===== src/source/fp_format_pkg.sv =====
package fp_format_pkg;

  // IEEE-754 double fields
  localparam int dbl_exp_w = 11;
  localparam int dbl_man_w = 52;

  // IEEE-754 single fields
  localparam int sgl_exp_w = 8;
  localparam int sgl_man_w = 23;

  localparam int dbl_bias = 1023;
  localparam int sgl_bias = 127;

  // Biased double exponent thresholds for a single result
  // 897 maps to single exponent -126, the smallest normal
  localparam int sgl_norm_min_dexp = 897;
  // Lowest exponent the alignment table resolves, below it is far tiny
  localparam int sgl_denorm_min_dexp = 872;
  // 1150 maps to single exponent +127
  localparam int sgl_norm_max_dexp = 1150;

  // Operand class of the incoming double
  typedef enum logic [2:0] {
    zero,
    subnorm,
    normal,
    inf,
    qnan,
    snan
  } op_class_e;

  // Where the double exponent falls relative to the single range
  typedef enum logic [1:0] {
    rng_normal,
    rng_denorm,
    rng_far_tiny,
    rng_over
  } range_e;

endpackage


===== src/source/fcvt_ctrl_pkg.sv =====
package fcvt_ctrl_pkg;

  // RISC-V static rounding modes
  typedef enum logic [2:0] {
    rne = 3'd0,
    rtz = 3'd1,
    rdn = 3'd2,
    rup = 3'd3,
    rmm = 3'd4
  } rm_e;

  // Exception flags, no divide by zero for a conversion
  typedef struct packed {
    logic nv;
    logic of;
    logic uf;
    logic nx;
  } fflags_t;

  typedef struct packed {
    logic [63:0] op;
    rm_e         rm;
  } fcvt_req_t;

  // Stage 1 to stage 2 payload
  typedef struct packed {
    logic                                sign;
    fp_format_pkg::op_class_e            cls;
    fp_format_pkg::range_e               rng;
    logic [fp_format_pkg::dbl_exp_w-1:0] dexp;
    logic [fp_format_pkg::dbl_man_w-1:0] man;
    rm_e                                 rm;
  } fcvt_s1_t;

  typedef struct packed {
    logic [31:0] result;
    fflags_t     flags;
  } fcvt_res_t;

  // RISC-V canonical quiet NaN
  localparam logic [31:0] canon_nan = 32'h7fc00000;

endpackage


===== src/source/fcvt_dtos_denorm_shift.sv =====
`timescale 1ns/1ps

module fcvt_dtos_denorm_shift (
  input  logic [10:0] sh_cnt,
  input  logic [51:0] sh_src,
  output logic [23:0] sh_kept,
  output logic [53:0] sh_out
);

  logic        in_table;
  logic [4:0]  sh_amt;
  logic [77:0] aligned;

  // Table window is biased exponent 872 up to 896
  // 896 is single exponent -127 and shifts by one place,
  // each step down adds one more place, 872 shifts by 25
  assign in_table = (sh_cnt >= 11'(fp_format_pkg::sgl_denorm_min_dexp)) &&
                    (sh_cnt < 11'(fp_format_pkg::sgl_norm_min_dexp));

  // Only meaningful inside the window, where it spans 1 to 25
  assign sh_amt = 5'(11'(fp_format_pkg::sgl_norm_min_dexp) - sh_cnt);

  // Hidden one on top of the fraction, kept field is the top 24 bits
  // and everything below it is guard then sticky
  assign aligned = {1'b1, sh_src, 25'd0} >> sh_amt;

  // Examples of the mapping
  //   896: kept = {0, 1, frac[51:30]}, out = {frac[29:0], 0...}
  //   874: kept = 1,                   out = {frac[51:0], 00}
  //   873: kept = 0,                   out = {1, frac[51:0], 0}
  //   872: kept = 0,                   out = {0, 1, frac[51:0]}
  always_comb begin
    if (in_table) begin
      sh_kept = aligned[77:54];
      sh_out  = aligned[53:0];
    end else begin
      // Far tiny, nothing kept and no guard, just a sticky bit
      sh_kept = '0;
      sh_out  = {3'b001, 51'd0};
    end
  end

endmodule


===== src/source/fcvt_dtos_unpack.sv =====
`timescale 1ns/1ps

module fcvt_dtos_unpack (
  input  logic                     clk,
  input  logic                     reset,
  input  logic                     in_valid,
  input  fcvt_ctrl_pkg::fcvt_req_t in_req,
  output logic                     s1_valid,
  output fcvt_ctrl_pkg::fcvt_s1_t  s1
);

  logic                                sign;
  logic [fp_format_pkg::dbl_exp_w-1:0] dexp;
  logic [fp_format_pkg::dbl_man_w-1:0] man;
  logic                                exp_zero;
  logic                                exp_ones;
  logic                                man_zero;
  fp_format_pkg::op_class_e            cls;
  fp_format_pkg::range_e               rng;
  fcvt_ctrl_pkg::fcvt_s1_t             s1_next;

  // Field split of the double
  assign sign = in_req.op[63];
  assign dexp = in_req.op[fp_format_pkg::dbl_man_w +: fp_format_pkg::dbl_exp_w];
  assign man  = in_req.op[fp_format_pkg::dbl_man_w-1:0];

  assign exp_zero = (dexp == '0);
  assign exp_ones = (dexp == '1);
  assign man_zero = (man == '0);

  // Operand class
  always_comb begin
    if (exp_ones) begin
      if (man_zero) begin
        cls = fp_format_pkg::inf;
      end else if (man[fp_format_pkg::dbl_man_w-1]) begin
        // Quiet bit set
        cls = fp_format_pkg::qnan;
      end else begin
        cls = fp_format_pkg::snan;
      end
    end else if (exp_zero) begin
      cls = man_zero ? fp_format_pkg::zero : fp_format_pkg::subnorm;
    end else begin
      cls = fp_format_pkg::normal;
    end
  end

  // Result range, double subnormals fall into far tiny via exponent 0
  always_comb begin
    if (dexp > 11'(fp_format_pkg::sgl_norm_max_dexp)) begin
      rng = fp_format_pkg::rng_over;
    end else if (dexp >= 11'(fp_format_pkg::sgl_norm_min_dexp)) begin
      rng = fp_format_pkg::rng_normal;
    end else if (dexp >= 11'(fp_format_pkg::sgl_denorm_min_dexp)) begin
      rng = fp_format_pkg::rng_denorm;
    end else begin
      rng = fp_format_pkg::rng_far_tiny;
    end
  end

  always_comb begin
    s1_next.sign = sign;
    s1_next.cls  = cls;
    s1_next.rng  = rng;
    s1_next.dexp = dexp;
    s1_next.man  = man;
    s1_next.rm   = in_req.rm;
  end

  always_ff @(posedge clk) begin
    if (reset) begin
      s1_valid <= 1'b0;
    end else begin
      s1_valid <= in_valid;
    end
  end

  // Payload only loads on a valid item
  always_ff @(posedge clk) begin
    if (in_valid) begin
      s1 <= s1_next;
    end
  end

endmodule


===== src/source/fcvt_dtos_round.sv =====
`timescale 1ns/1ps

module fcvt_dtos_round (
  input  logic                     clk,
  input  logic                     reset,
  input  logic                     s1_valid,
  input  fcvt_ctrl_pkg::fcvt_s1_t  s1,
  output logic                     out_valid,
  output fcvt_ctrl_pkg::fcvt_res_t out_res
);

  logic [23:0] sh_kept;
  logic [53:0] sh_out;

  logic [fp_format_pkg::sgl_exp_w-1:0]                         exp_n;
  logic [fp_format_pkg::sgl_exp_w+fp_format_pkg::sgl_man_w-1:0] base;
  logic [fp_format_pkg::sgl_exp_w+fp_format_pkg::sgl_man_w-1:0] rounded;
  logic                                                         guard;
  logic                                                         sticky;
  logic                                                         inexact;
  logic                                                         tiny;
  logic                                                         round_up;
  logic                                                         ovf;
  logic                                                         to_max;
  fcvt_ctrl_pkg::fcvt_res_t                                     res_next;

  fcvt_dtos_denorm_shift u_denorm_shift (
    .sh_cnt  (s1.dexp),
    .sh_src  (s1.man),
    .sh_kept (sh_kept),
    .sh_out  (sh_out)
  );

  // Rebias double exponent to single, only used in the normal range
  assign exp_n = 8'(s1.dexp - 11'(fp_format_pkg::dbl_bias - fp_format_pkg::sgl_bias));

  // Exponent and mantissa held together so a mantissa carry bumps the exponent
  always_comb begin
    if (s1.rng == fp_format_pkg::rng_normal) begin
      base   = {exp_n, s1.man[51:29]};
      guard  = s1.man[28];
      sticky = |s1.man[27:0];
    end else begin
      // Kept bit 23 is always clear here, so the exponent field starts at 0
      base   = {7'd0, sh_kept};
      guard  = sh_out[53];
      sticky = |sh_out[52:0];
    end
  end

  assign inexact = guard | sticky;
  assign tiny    = (s1.rng == fp_format_pkg::rng_denorm) ||
                   (s1.rng == fp_format_pkg::rng_far_tiny);

  always_comb begin
    case (s1.rm)
      fcvt_ctrl_pkg::rne: round_up = guard & (sticky | base[0]);
      fcvt_ctrl_pkg::rtz: round_up = 1'b0;
      fcvt_ctrl_pkg::rdn: round_up = s1.sign & inexact;
      fcvt_ctrl_pkg::rup: round_up = ~s1.sign & inexact;
      fcvt_ctrl_pkg::rmm: round_up = guard;
      default:            round_up = 1'b0;
    endcase
  end

  // Largest subnormal plus one lands on 0x00800000 by itself
  assign rounded = base + 31'(round_up);

  assign ovf = (s1.rng == fp_format_pkg::rng_over) || (&rounded[30:23]);

  // Modes that round toward zero for this sign saturate to max finite
  assign to_max = (s1.rm == fcvt_ctrl_pkg::rtz) ||
                  ((s1.rm == fcvt_ctrl_pkg::rdn) && !s1.sign) ||
                  ((s1.rm == fcvt_ctrl_pkg::rup) && s1.sign);

  always_comb begin
    res_next.flags  = '0;
    res_next.result = '0;
    case (s1.cls)
      fp_format_pkg::qnan: begin
        res_next.result = fcvt_ctrl_pkg::canon_nan;
      end
      fp_format_pkg::snan: begin
        res_next.result   = fcvt_ctrl_pkg::canon_nan;
        res_next.flags.nv = 1'b1;
      end
      fp_format_pkg::inf: begin
        res_next.result = {s1.sign, 8'hff, 23'd0};
      end
      fp_format_pkg::zero: begin
        res_next.result = {s1.sign, 31'd0};
      end
      default: begin
        // Normal and subnormal doubles
        if (ovf) begin
          res_next.result   = to_max ? {s1.sign, 31'h7f7fffff} : {s1.sign, 31'h7f800000};
          res_next.flags.of = 1'b1;
          res_next.flags.nx = 1'b1;
        end else begin
          res_next.result   = {s1.sign, rounded};
          res_next.flags.nx = inexact;
          // Tininess before rounding
          res_next.flags.uf = tiny & inexact;
        end
      end
    endcase
  end

  always_ff @(posedge clk) begin
    if (reset) begin
      out_valid <= 1'b0;
    end else begin
      out_valid <= s1_valid;
    end
  end

  always_ff @(posedge clk) begin
    if (s1_valid) begin
      out_res <= res_next;
    end
  end

endmodule


===== src/source/fcvt_top.sv =====
`timescale 1ns/1ps

module fcvt_top (
  input  logic                     clk,
  input  logic                     reset,
  input  logic                     in_valid,
  input  fcvt_ctrl_pkg::fcvt_req_t in_req,
  output logic                     out_valid,
  output fcvt_ctrl_pkg::fcvt_res_t out_res
);

  // Stage 1 to stage 2
  logic                    s1_valid;
  fcvt_ctrl_pkg::fcvt_s1_t s1;

  // Classify and range check
  fcvt_dtos_unpack u_unpack (
    .clk      (clk),
    .reset    (reset),
    .in_valid (in_valid),
    .in_req   (in_req),
    .s1_valid (s1_valid),
    .s1       (s1)
  );

  // Align, round and pack
  fcvt_dtos_round u_round (
    .clk       (clk),
    .reset     (reset),
    .s1_valid  (s1_valid),
    .s1        (s1),
    .out_valid (out_valid),
    .out_res   (out_res)
  );

endmodule


===== config.mk =====
export PLATFORM = sky130hd
export DESIGN_NAME = fcvt_top
export DESIGN_NICKNAME = d
export VERILOG_FILES = /design/src/source/fp_format_pkg.sv /design/src/source/fcvt_ctrl_pkg.sv /design/src/source/fcvt_dtos_denorm_shift.sv /design/src/source/fcvt_dtos_unpack.sv /design/src/source/fcvt_dtos_round.sv /design/src/source/fcvt_top.sv
export SDC_FILE = /design/constraint.sdc
export NUM_CORES = 1
export LEC_CHECK = 0
export ABC_AREA = 1
export BUFFER_PORTS_ARGS = -buffer_cell sky130_fd_sc_hd__buf_2
export CORE_AREA = 2 2 130 132
export CTS_CLUSTER_DIAMETER = 120
export DETAILED_ROUTE_END_ITERATION = 8
export DIE_AREA = 0 0 132 134
export PLACE_DENSITY_LB_ADDON = 0.1
export SKIP_LAST_GASP = 1
export SYNTH_ARGS = -nofsm -noshare
export SYNTH_HDL_FRONTEND = slang
export SYNTH_HIERARCHICAL = 1
export SYNTH_SLANG_ARGS = --single-unit
export TNS_END_PERCENT = 10

===== constraint.sdc =====
create_clock -name clk -period 7.9 [get_ports clk]
set_clock_uncertainty 0.1 [all_clocks]
set_input_delay 0.79 -clock clk [delete_from_list [all_inputs] [get_ports clk]]
set_output_delay 0.79 -clock clk [all_outputs]
set_load 0.05 [all_outputs]

After elaboration in Yosys (flattened, before gate mapping)
Index checks and enable logic that the tools add are counted.
- add/sub/neg operators: 3
- multipliers: 0
- div/mod/pow operators: 0
- order comparisons: 5
- equality and inequality tests: 11
- shift-type cells: 1
- multiplexer cells: 19
- bitwise operators: 7
- reductions and logical operators: 19
- operators by type and width (kind ; number):
    case mux 32 bit (3 select lines) ; 1
    right shift 78 x 5 -> 78 bit ; 1
    2-to-1 mux 31 bit ; 2
    2-to-1 mux 54 bit ; 1
    OR reduction 53 bit ; 1
    logical NOT 52 bit ; 1
    2-to-1 mux 24 bit ; 2
    greater-or-equal comparator 11 x 10 -> 1 bit (second input constant) ; 3
    adder 31 x 1 -> 31 bit ; 1
    OR reduction 28 bit ; 1
    == test 11 bit (second input constant) ; 1
    > comparator 11 bit (second input constant) ; 1
    logical NOT 11 bit ; 1
    < comparator 11 x 10 -> 1 bit (second input constant) ; 1
    == test 3 x 2 -> 1 bit (second input constant) ; 3
    == test 3 bit (second input constant) ; 3
    2-to-1 mux 3 bit ; 3
    AND reduction 8 bit ; 1
    subtractor 8 bit (second input constant) ; 1
    2-to-1 mux 1 bit ; 7
    logical NOT 3 bit ; 2
    OR reduction 5 bit ; 1
    subtractor 1 x 5 -> 5 bit (first input constant) ; 1
    bitwise AND 1 bit ; 4
    13 further kinds ; 21
- register bits after elaboration: 110
- bits in latches: 0
- bits in writable memories: 0
- ROM bits: 0
- input port bits: 70
- output and inout port bits: 37
- logic and storage cells: 78
- memories: 0

Depth between registers and ports, before layout
Gate-level depths: netlist of the first run.
- depth in word-level cells: 13
- mapped depth: 39
- gate-level depth less buffers: 35

Hierarchy
Netlist of the first run, hierarchy kept.
- modules (own cells, without submodules) (module ; instances ; cells an instance ; area each (µm²) ; seq. area each (µm²)):
    fcvt_dtos_denorm_shift ; 1 ; 721 ; 3390.8 ; 0.0
    fcvt_dtos_round ; 1 ; 450 ; 3035.4 ; 1101.1
    fcvt_dtos_unpack ; 1 ; 209 ; 2725.1 ; 2182.1

Least setup slack after synthesis of the first run
OpenSTA, ideal clock, no wires.
- path type: register to register
- start point: reg, netlist name u_unpack/s1[56]
- end point: reg, netlist name u_round/out_res[11]
- library setup time: 254 ps
- arrival: 4660 ps
- data required time: 7546 ps
- setup slack: 2886 ps
- stages on the path, launching flop included: 35
- buffers on the path: 5
- clock period less this slack: 5014 ps
- cells stage by stage: edfxtp_1 -> buf_4 -> inv_1 -> buf_2 -> buf_2 -> ha_1 -> xor2_2 -> clkbuf_1 -> nand3_1 -> nand3_1 -> o21ai_1 -> or4_1 -> nor3_1 -> nand2_1 -> a21oi_1 -> nand2_1 -> nand4_1 -> nand2_1 -> ha_1 -> ha_1 -> nand3_1 -> nor2_2 -> nand2_2 -> nor2_2 -> nand2_1 -> nand2_1 -> nand2_1 -> nand2_1 -> nor2_1 -> nand2_2 -> nand2_4 -> nand2_2 -> nand2_4 -> buf_6 -> nor2_1

==> key figures, run 1 <==
Status
  • Status: finished clean

Global route
  • Largest net degree at the start of global routing: 74
  • Vias in the first global route: 8596
  • Remaining Overflow, GRT: 0
  • Initial antenna violation count: 0
  • First-pass GRT wire length: 46240 um
  • GRT Total Usage: 0.3337

Setup path
  • CP Max Fanout: 63
  • Critical Path RT: 7.91 ns
  • Type of origin of the critical path: flop
  • Slowest cell on the critical path: ha_1
  • CP endpoint kind: flop
  • Crit path kind: flop to flop
  • Most frequent CP cell: nand2_1
  • CP peak stage delay: 0.78 ns
  • CP arrival: 6.68 ns

Floorplan
  • Die Y: 134 um
  • Die Width: 132 um
  • Initial core utilization: 0.5618
  • # rows: 47
  • Core ar.: 0.01629 mm2
  • Die area: 0.01769 mm2
  • I/O pins: 107

Drt
  • WL/cell: 17.71 um
  • Drt first pass iters: 7
  • DR WL met3: 4167 um
  • DRT met1 WL: 13550 um
  • Number of DRC markers in iteration 0: 1754
  • Max Used Layer: met5
  • Vias: 10030
  • Via/cell ratio: 6.038
  • WL final: 29420 um
  • Post-route DRC: 0
  • WL met2: 11280 um
  • Post-route ant nets: 0

Timing
  • Unrepaired setup endpoints after global routing: no
  • Final setup violating endpoints: 0
  • Fmax: 149.8 MHz
  • Min Tclk post-route: 6.676 ns
  • Worst Max-Slew Pin Slew: 1.123 ns
  • Hold Violations, Final: 0
  • Max-slew violation count: 0
  • TNS Setup: 0 ns
  • Worst relative slew slack: 0.2515
  • Period utilisation layout: 0.8451

Synth
  • Syn nets: 1456
  • Yosys cell types: 41
  • Sequential-to-total area share from yosys stat: 0.3588
  • Commonest cells in the netlist: 402 x nand2_1, 388 x nand3_1, 187 x nor2_1
  • Most used DFF post-synth: edfxtp_1
  • Post-synthesis register bit count: 110
  • Post-Syn Area: 0.009151 mm2
  • Area leader, netlist: edfxtp_1
  • YS warnings: 6
  • Asr flop ratio synth: 0
  • Share of the synthesized area in the top cell type: 0.3544
  • Gate Count Post-Synth: 1380
  • Post-synth EDFFs: 108
  • Synthesized area per cell: 6.631 um2
  • Top-count cell post-synth: nand2_1
  • Ranking of synthesized cells by area: edfxtp_1 35%, nand3_1 21%, nand2_1 16%

Power and ir drop
  • Internal power: 1.085 mW
  • Power share of the clock group: 0.248
  • Net Sw Frac: 0.4006
  • Net Sw Power: 725.3 uW
  • Static leakage: 4.260 nW
  • Maximum vdd ir drop: 146.4 uV
  • Reg power frac: 0.404
  • Overall Power: 1.810 mW
  • Combinational Power Share: 0.348
  • Pwr Density: 181.3 mW/mm2

Final layout
  • Ant. Diodes: 0
  • P&R area growth vs syn: 9.133%
  • Layout cells sized above 1: 0.1187
  • Nets: 1512

CTS
  • Clk sinks: 110
  • Max H-tree Level: 3
  • CTS Buf Count: 9
  • Clk_lat worst skew: 0.36 ns
  • CTS tree: built
  • Post-CTS resize count: 0
  • Post-CTS Setup Inserts: 0
  • Clk root buf: clkbuf_16
  • Clock Pin Slew Worst Setup and Hold Paths: 0.08 ns
  • Clk buf depth: 2
  • CTS Hold Bufs: 0

Place
  • Detailed-placement wirelength estimate: 22550 um
  • Placer Congestion: 1.085
  • Number of port buffers: 106

Flow run
  • Max-cap violations: 0

Hold path
  • HP Class: flop to flop
layout make-up:
type | count | area (um2)
multi-input combinational | 1138 | 5286
tap | 220 | 275.3
sequential | 110 | 3283
timing repair buffer | 116 | 605.6
inverter | 61 | 234.0
clock inverter | 7 | 77.57
fill | 1557 | 6302
clock buffer | 9 | 225.2
through the flow:
stage	instance area, um2	std cells	util	hold slack, ns	setup WS, ns
final	9987	1661	0.6131	0.3407	1.224
after global routing	9987	1661	0.6131	0.3546	0.6471
after CTS	9987	1661	0.6131	0.3420	1.451
after detailed placement	9684	1645	0.5945	0.3279	1.480
after global placement	9684	1645	0.5945	0.3111	1.650
after floorplan	9151	1380	-	0.4558	2.886
worst paths after layout:
path	start	end	slack (ns)	cells past startpoint
worst max-delay path	u_unpack/s1[56]	u_round/out_res[4]	1.22	32
worst min-delay path	u_unpack/s1_valid	u_round/out_valid	0.34	2
worst min register to register	u_unpack/s1_valid	u_round/out_valid	0.34	2
worst max register to register	u_unpack/s1[56]	u_round/out_res[4]	1.22	32
critical path, delay by kind of cell (launching register included):
kind,cells,cell delay [ns]
fa+ha+maj,3,1.19
buf+inv,3,1.20
flops,1,0.33
compound gates,1,0.22
simple gates,25,3.32
power by group through the flow:
stage / Sequential [mW] / Clock, mW / Combinational, mW
3_3_place_gp: 0.742 / 0 / 0.607
4_1_cts: 0.730 / 0.455 / 0.605
5_1_grt: 0.736 / 0.475 / 0.688
6_report: 0.732 / 0.448 / 0.630
2_1_floorplan: 0.785 / 0 / 0.393
3_5_place_dp: 0.743 / 0 / 0.603
cells in the final DEF, fill, tap and decap left out, types with 2 or more instances in the layout:
master and n:
and2_1 2, inv_1 54, clkbuf_16 9, nand2_1 402
nand3_1 388, edfxtp_1 108, nand2_2 7, xnor2_1 5
clkinv_8 2, inv_2 6, xor2_1 10, nand2_4 2
nor2_2 14, o21ai_1 16, a21oi_1 9, nor2_1 187
or2_2 3, dfxtp_1 2, nor4_1 19, nand4_1 12
buf_4 10, o21ai_0 14, nand3b_1 5, buf_2 106
inv_6 3, o211ai_1 16, ha_1 6, nor3_1 9
xor2_4 2
per-layer routing:
metal  up-vias  global-route usage
met1      4521              0.5273
met3        36              0.1077
met2       653              0.4334
met4         2             0.07367
met5         -             0.02778
li1       4817                   -
cell families after synthesis:
| kind of cell | count (synthesis) | share of synthesized area |
|---|---|---|
| compound gates | 59 | 0.03774 |
| buf+inv | 132 | 0.06481 |
| mux | 1 | 0.001094 |
| flops | 110 | 0.3588 |
| xor+xnor | 17 | 0.01914 |
| fa+ha+maj | 6 | 0.008203 |
| simple gates | 1055 | 0.5103 |
sequential cells by signal (all words and copies together), names as in the netlist:
signal,cells
u_unpack/s1,72
u_round/out_res,36
u_round/out_valid,1
u_unpack/s1_valid,1
No activity file was read; power rests on OpenSTA's default activity.
==> run 2: changes to the inputs <==
- CORE_AREA: 2 2 130 132 -> 2 2 134 136
- DIE_AREA: 0 0 132 134 -> 0 0 136 138
- clock period: 7.9 -> 5.8 ns (I/O delays scaled with it)
==> run 2 against run 1 <==
Against the previous run:
- maximum frequency increased by 26%
- count of clock-buffer cells in the layout unchanged
- critical endpoint is now u_round/out_res[6]
- utilization decreased by 3.4 points
- via count decreased by 0.11%
- worst setup slack got worse by 0.73 ns
- largest power group unchanged
- register-to-register slack got worse by 0.73 ns
- critical path depth unchanged
- largest cell class unchanged
==> key figures, run 2 (synthesis results as in run 1) <==
Place
  • Placed cells: 1661 (+0.97%)
  • Number of port buffers: 106 (unchanged)
  • Placer Congestion: 1.058 (-2.5%)
  • Detailed-placement wirelength estimate: 23570 um (+4.5%)

Setup path
  • Crit path buf inv count: 3 (unchanged)
  • CP endpoint kind: flop
  • Slowest cell on the critical path: edfxtp_1
  • R2R cell count: 32 (unchanged)
  • CP peak stage delay: 0.44 ns (-0.34 ns)
  • Critical Path RT: 5.80 ns (-2.11 ns)
  • Type of origin of the critical path: flop
  • Cell family with most CP delay: simple AND/OR/NAND/NOR gates
  • CP arrival: 5.30 ns (-1.38 ns)
  • R2r endpoint: u_round/out_res[6]
  • Reg2Reg Setup Slack: 0.50 ns (-0.73 ns)
  • FF-to-FF Start: u_unpack/s1[57]
  • Crit path kind: flop to flop
  • CP Max Fanout: 44 (-30%)
  • Most frequent CP cell: nand2_1

Hold path
  • Hold path endpoint: u_round/out_valid
  • WHS Path Cells: 2 (unchanged)
  • HP Start: reset
  • HP Class: input pin to flop

Power and ir drop
  • Maximum vdd ir drop: 180.5 uV (+23%)
  • Internal power: 1.500 mW (+38%)
  • Net Sw Power: 1.024 mW (+41%)
  • Combinational Power Share: 0.356 (+0.008)
  • Pwr Density: 248.7 mW/mm2 (+37%)
  • Net Sw Frac: 0.4056 (+0.004931)
  • Power share of the clock group: 0.249 (about the same)
  • Reg power frac: 0.395 (-0.009)
  • Static leakage: 4.334 nW (+1.8%)
  • Overall Power: 2.524 mW (+39%)

Timing
  • Fmax: 188.5 MHz (+26%)
  • Worst relative slew slack: 0.4309 (+0.1794)
  • TNS Setup: 0 ns (unchanged)
  • Unrepaired setup endpoints after global routing: no
  • Final setup violating endpoints: 0 (unchanged)
  • Hold Violations, Final: 0 (unchanged)
  • Worst Max-Slew Pin Slew: 0.8536 ns (-0.2692 ns)
  • Min Tclk post-route: 5.305 ns (-1.372 ns)
  • Period utilisation layout: 0.9146 (+0.06949)
  • Max-slew violation count: 0 (unchanged)

Floorplan
  • I/O pins: 107 (unchanged)
  • Initial core utilization: 0.5219 (-0.03989)
  • Die Width: 136 um (+3.0%)
  • Die Y: 138 um (+3.0%)
  • Die area: 0.01877 mm2 (+6.1%)
  • # rows: 49 (+4.3%)
  • Core ar.: 0.01753 mm2 (+7.6%)

Status
  • Status: finished clean

Global route
  • GRT Total Usage: 0.3219 (-0.01177)
  • Vias in the first global route: 8641 (+0.52%)
  • Largest net degree at the start of global routing: 74 (unchanged)
  • First-pass GRT wire length: 47110 um (+1.9%)
  • Initial antenna violation count: 0 (unchanged)
  • Remaining Overflow, GRT: 0 (unchanged)

Final layout
  • Nets: 1522 (+0.66%)
  • Core Util, Final: 0.5788 (-0.03433)
  • Layout cells sized above 1: 0.1254 (+0.006763)
  • Ant. Diodes: 0 (unchanged)
  • Filler instances: 1735 (+11%)
  • Top flop regs: u_unpack/s1 x72, u_round/out_res x36
  • P&R area growth vs syn: 10.90%
  • Most frequent cells in the layout: 402 x nand2_1, 388 x nand3_1, 187 x nor2_1
  • Finished Layout Cells: 1680 (+1.1%)
  • Most common library cell in the layout ignoring fill and taps: nand2_1
  • Top reg by flops: u_unpack/s1
  • Max FFs per register: 72 (unchanged)

Drt
  • Post-route DRC: 0 (unchanged)
  • WL/cell: 17.92 um (+1.2%)
  • Vias: 10020 (-0.11%)
  • Drt first pass iters: 6 (-1)
  • Number of DRC markers in iteration 0: 1472 (-16%)
  • Post-route ant nets: 0 (unchanged)
  • Via/cell ratio: 5.963 (-1.2%)
  • WL final: 30110 um (+2.4%)

Flow run
  • Max-cap violations: 0 (unchanged)

CTS
  • Clk root buf: clkbuf_16
  • CTS Hold Bufs: 0 (unchanged)
  • CTS tree: built
  • CTS Buf Count: 9 (unchanged)
  • Clk_lat worst skew: 0.35 ns (about the same)
  • Clk sinks: 110 (unchanged)
  • Clock Pin Slew Worst Setup and Hold Paths: 0.08 ns (about the same)
  • Clk buf depth: 2 (unchanged)
  • Max H-tree Level: 3 (unchanged)
run 2: cell count changes in the layout (fill, tap and decap cells not counted), sizes merged:
cell / before / now
clkinv: 3 / 4
buf: 116 / 126
clkinvlp: 1 / 0
run 2: layout make-up:
class / instances / area [um2] / share of cell area
Multi-Input combinational cell: 1138 / 5298 / 0.5220
Sequential cell: 110 / 3283 / 0.3235
Timing Repair Buffer: 126 / 734.5 / 0.07237
Tap cell: 229 / 286.5 / 0.02823
Inverter: 61 / 235.2 / 0.02318
Clock buffer: 9 / 225.2 / 0.02219
Clock inverter: 7 / 86.33 / 0.008507
run 2: layer usage:
metal / GRT usage / wire length [um] / up-vias
li1: - / - / 4827
met1: 0.5323 / 14200 / 4566
met2: 0.4015 / 11670 / 583
met3: 0.09608 / 3744 / 42
met4: 0.07401 / 499 / 0
met5: 0 / 0 / -
run 2: repair_timing:
item / 4_1_cts / 5_1_grt
resized for setup: 0 / 4
buffers inserted: 0 / 3
endpoints found under the setup margin: 0 / 24
run 2: worst max path at each step:
stage	start	endpoint	slack, ns	depth (start not counted)
6_report	u_unpack/s1[57]	u_round/out_res[6]	0.50	32
4_1_cts	u_unpack/s1[57]	u_round/out_res[6]	0.44	31
3_5_place_dp	u_unpack/s1[57]	u_round/out_res[6]	0.45	31
3_3_place_gp	u_unpack/s1[56]	u_round/out_res[6]	0.62	32
5_1_grt	u_unpack/s1[57]	u_round/out_res[6]	0.01	32
2_1_floorplan	u_unpack/s1[56]	u_round/out_res[11]	0.79	34
run 2: metrics by stage:
step / cell area, um2 / hold slack (ns) / setup slack [ns]
after floorplan: 9151 / 0.4558 / 0.7864
after global placement: 9798 / 0.3142 / 0.6247
after detailed placement: 9798 / 0.3159 / 0.4499
after CTS: 10110 / 0.2693 / 0.4383
after global routing: 10150 / 0.2723 / 0.01243
final: 10150 / 0.2822 / 0.4952
run 2: power by group through the flow:
stage,Sequential (mW),Combinational [mW],Clock (mW)
floorplan,1.07,0.535,0
global placement,1.01,0.868,0
detailed placement,1.01,0.858,0
CTS,0.997,0.860,0.642
global route,1.01,0.974,0.673
finish,0.998,0.897,0.628
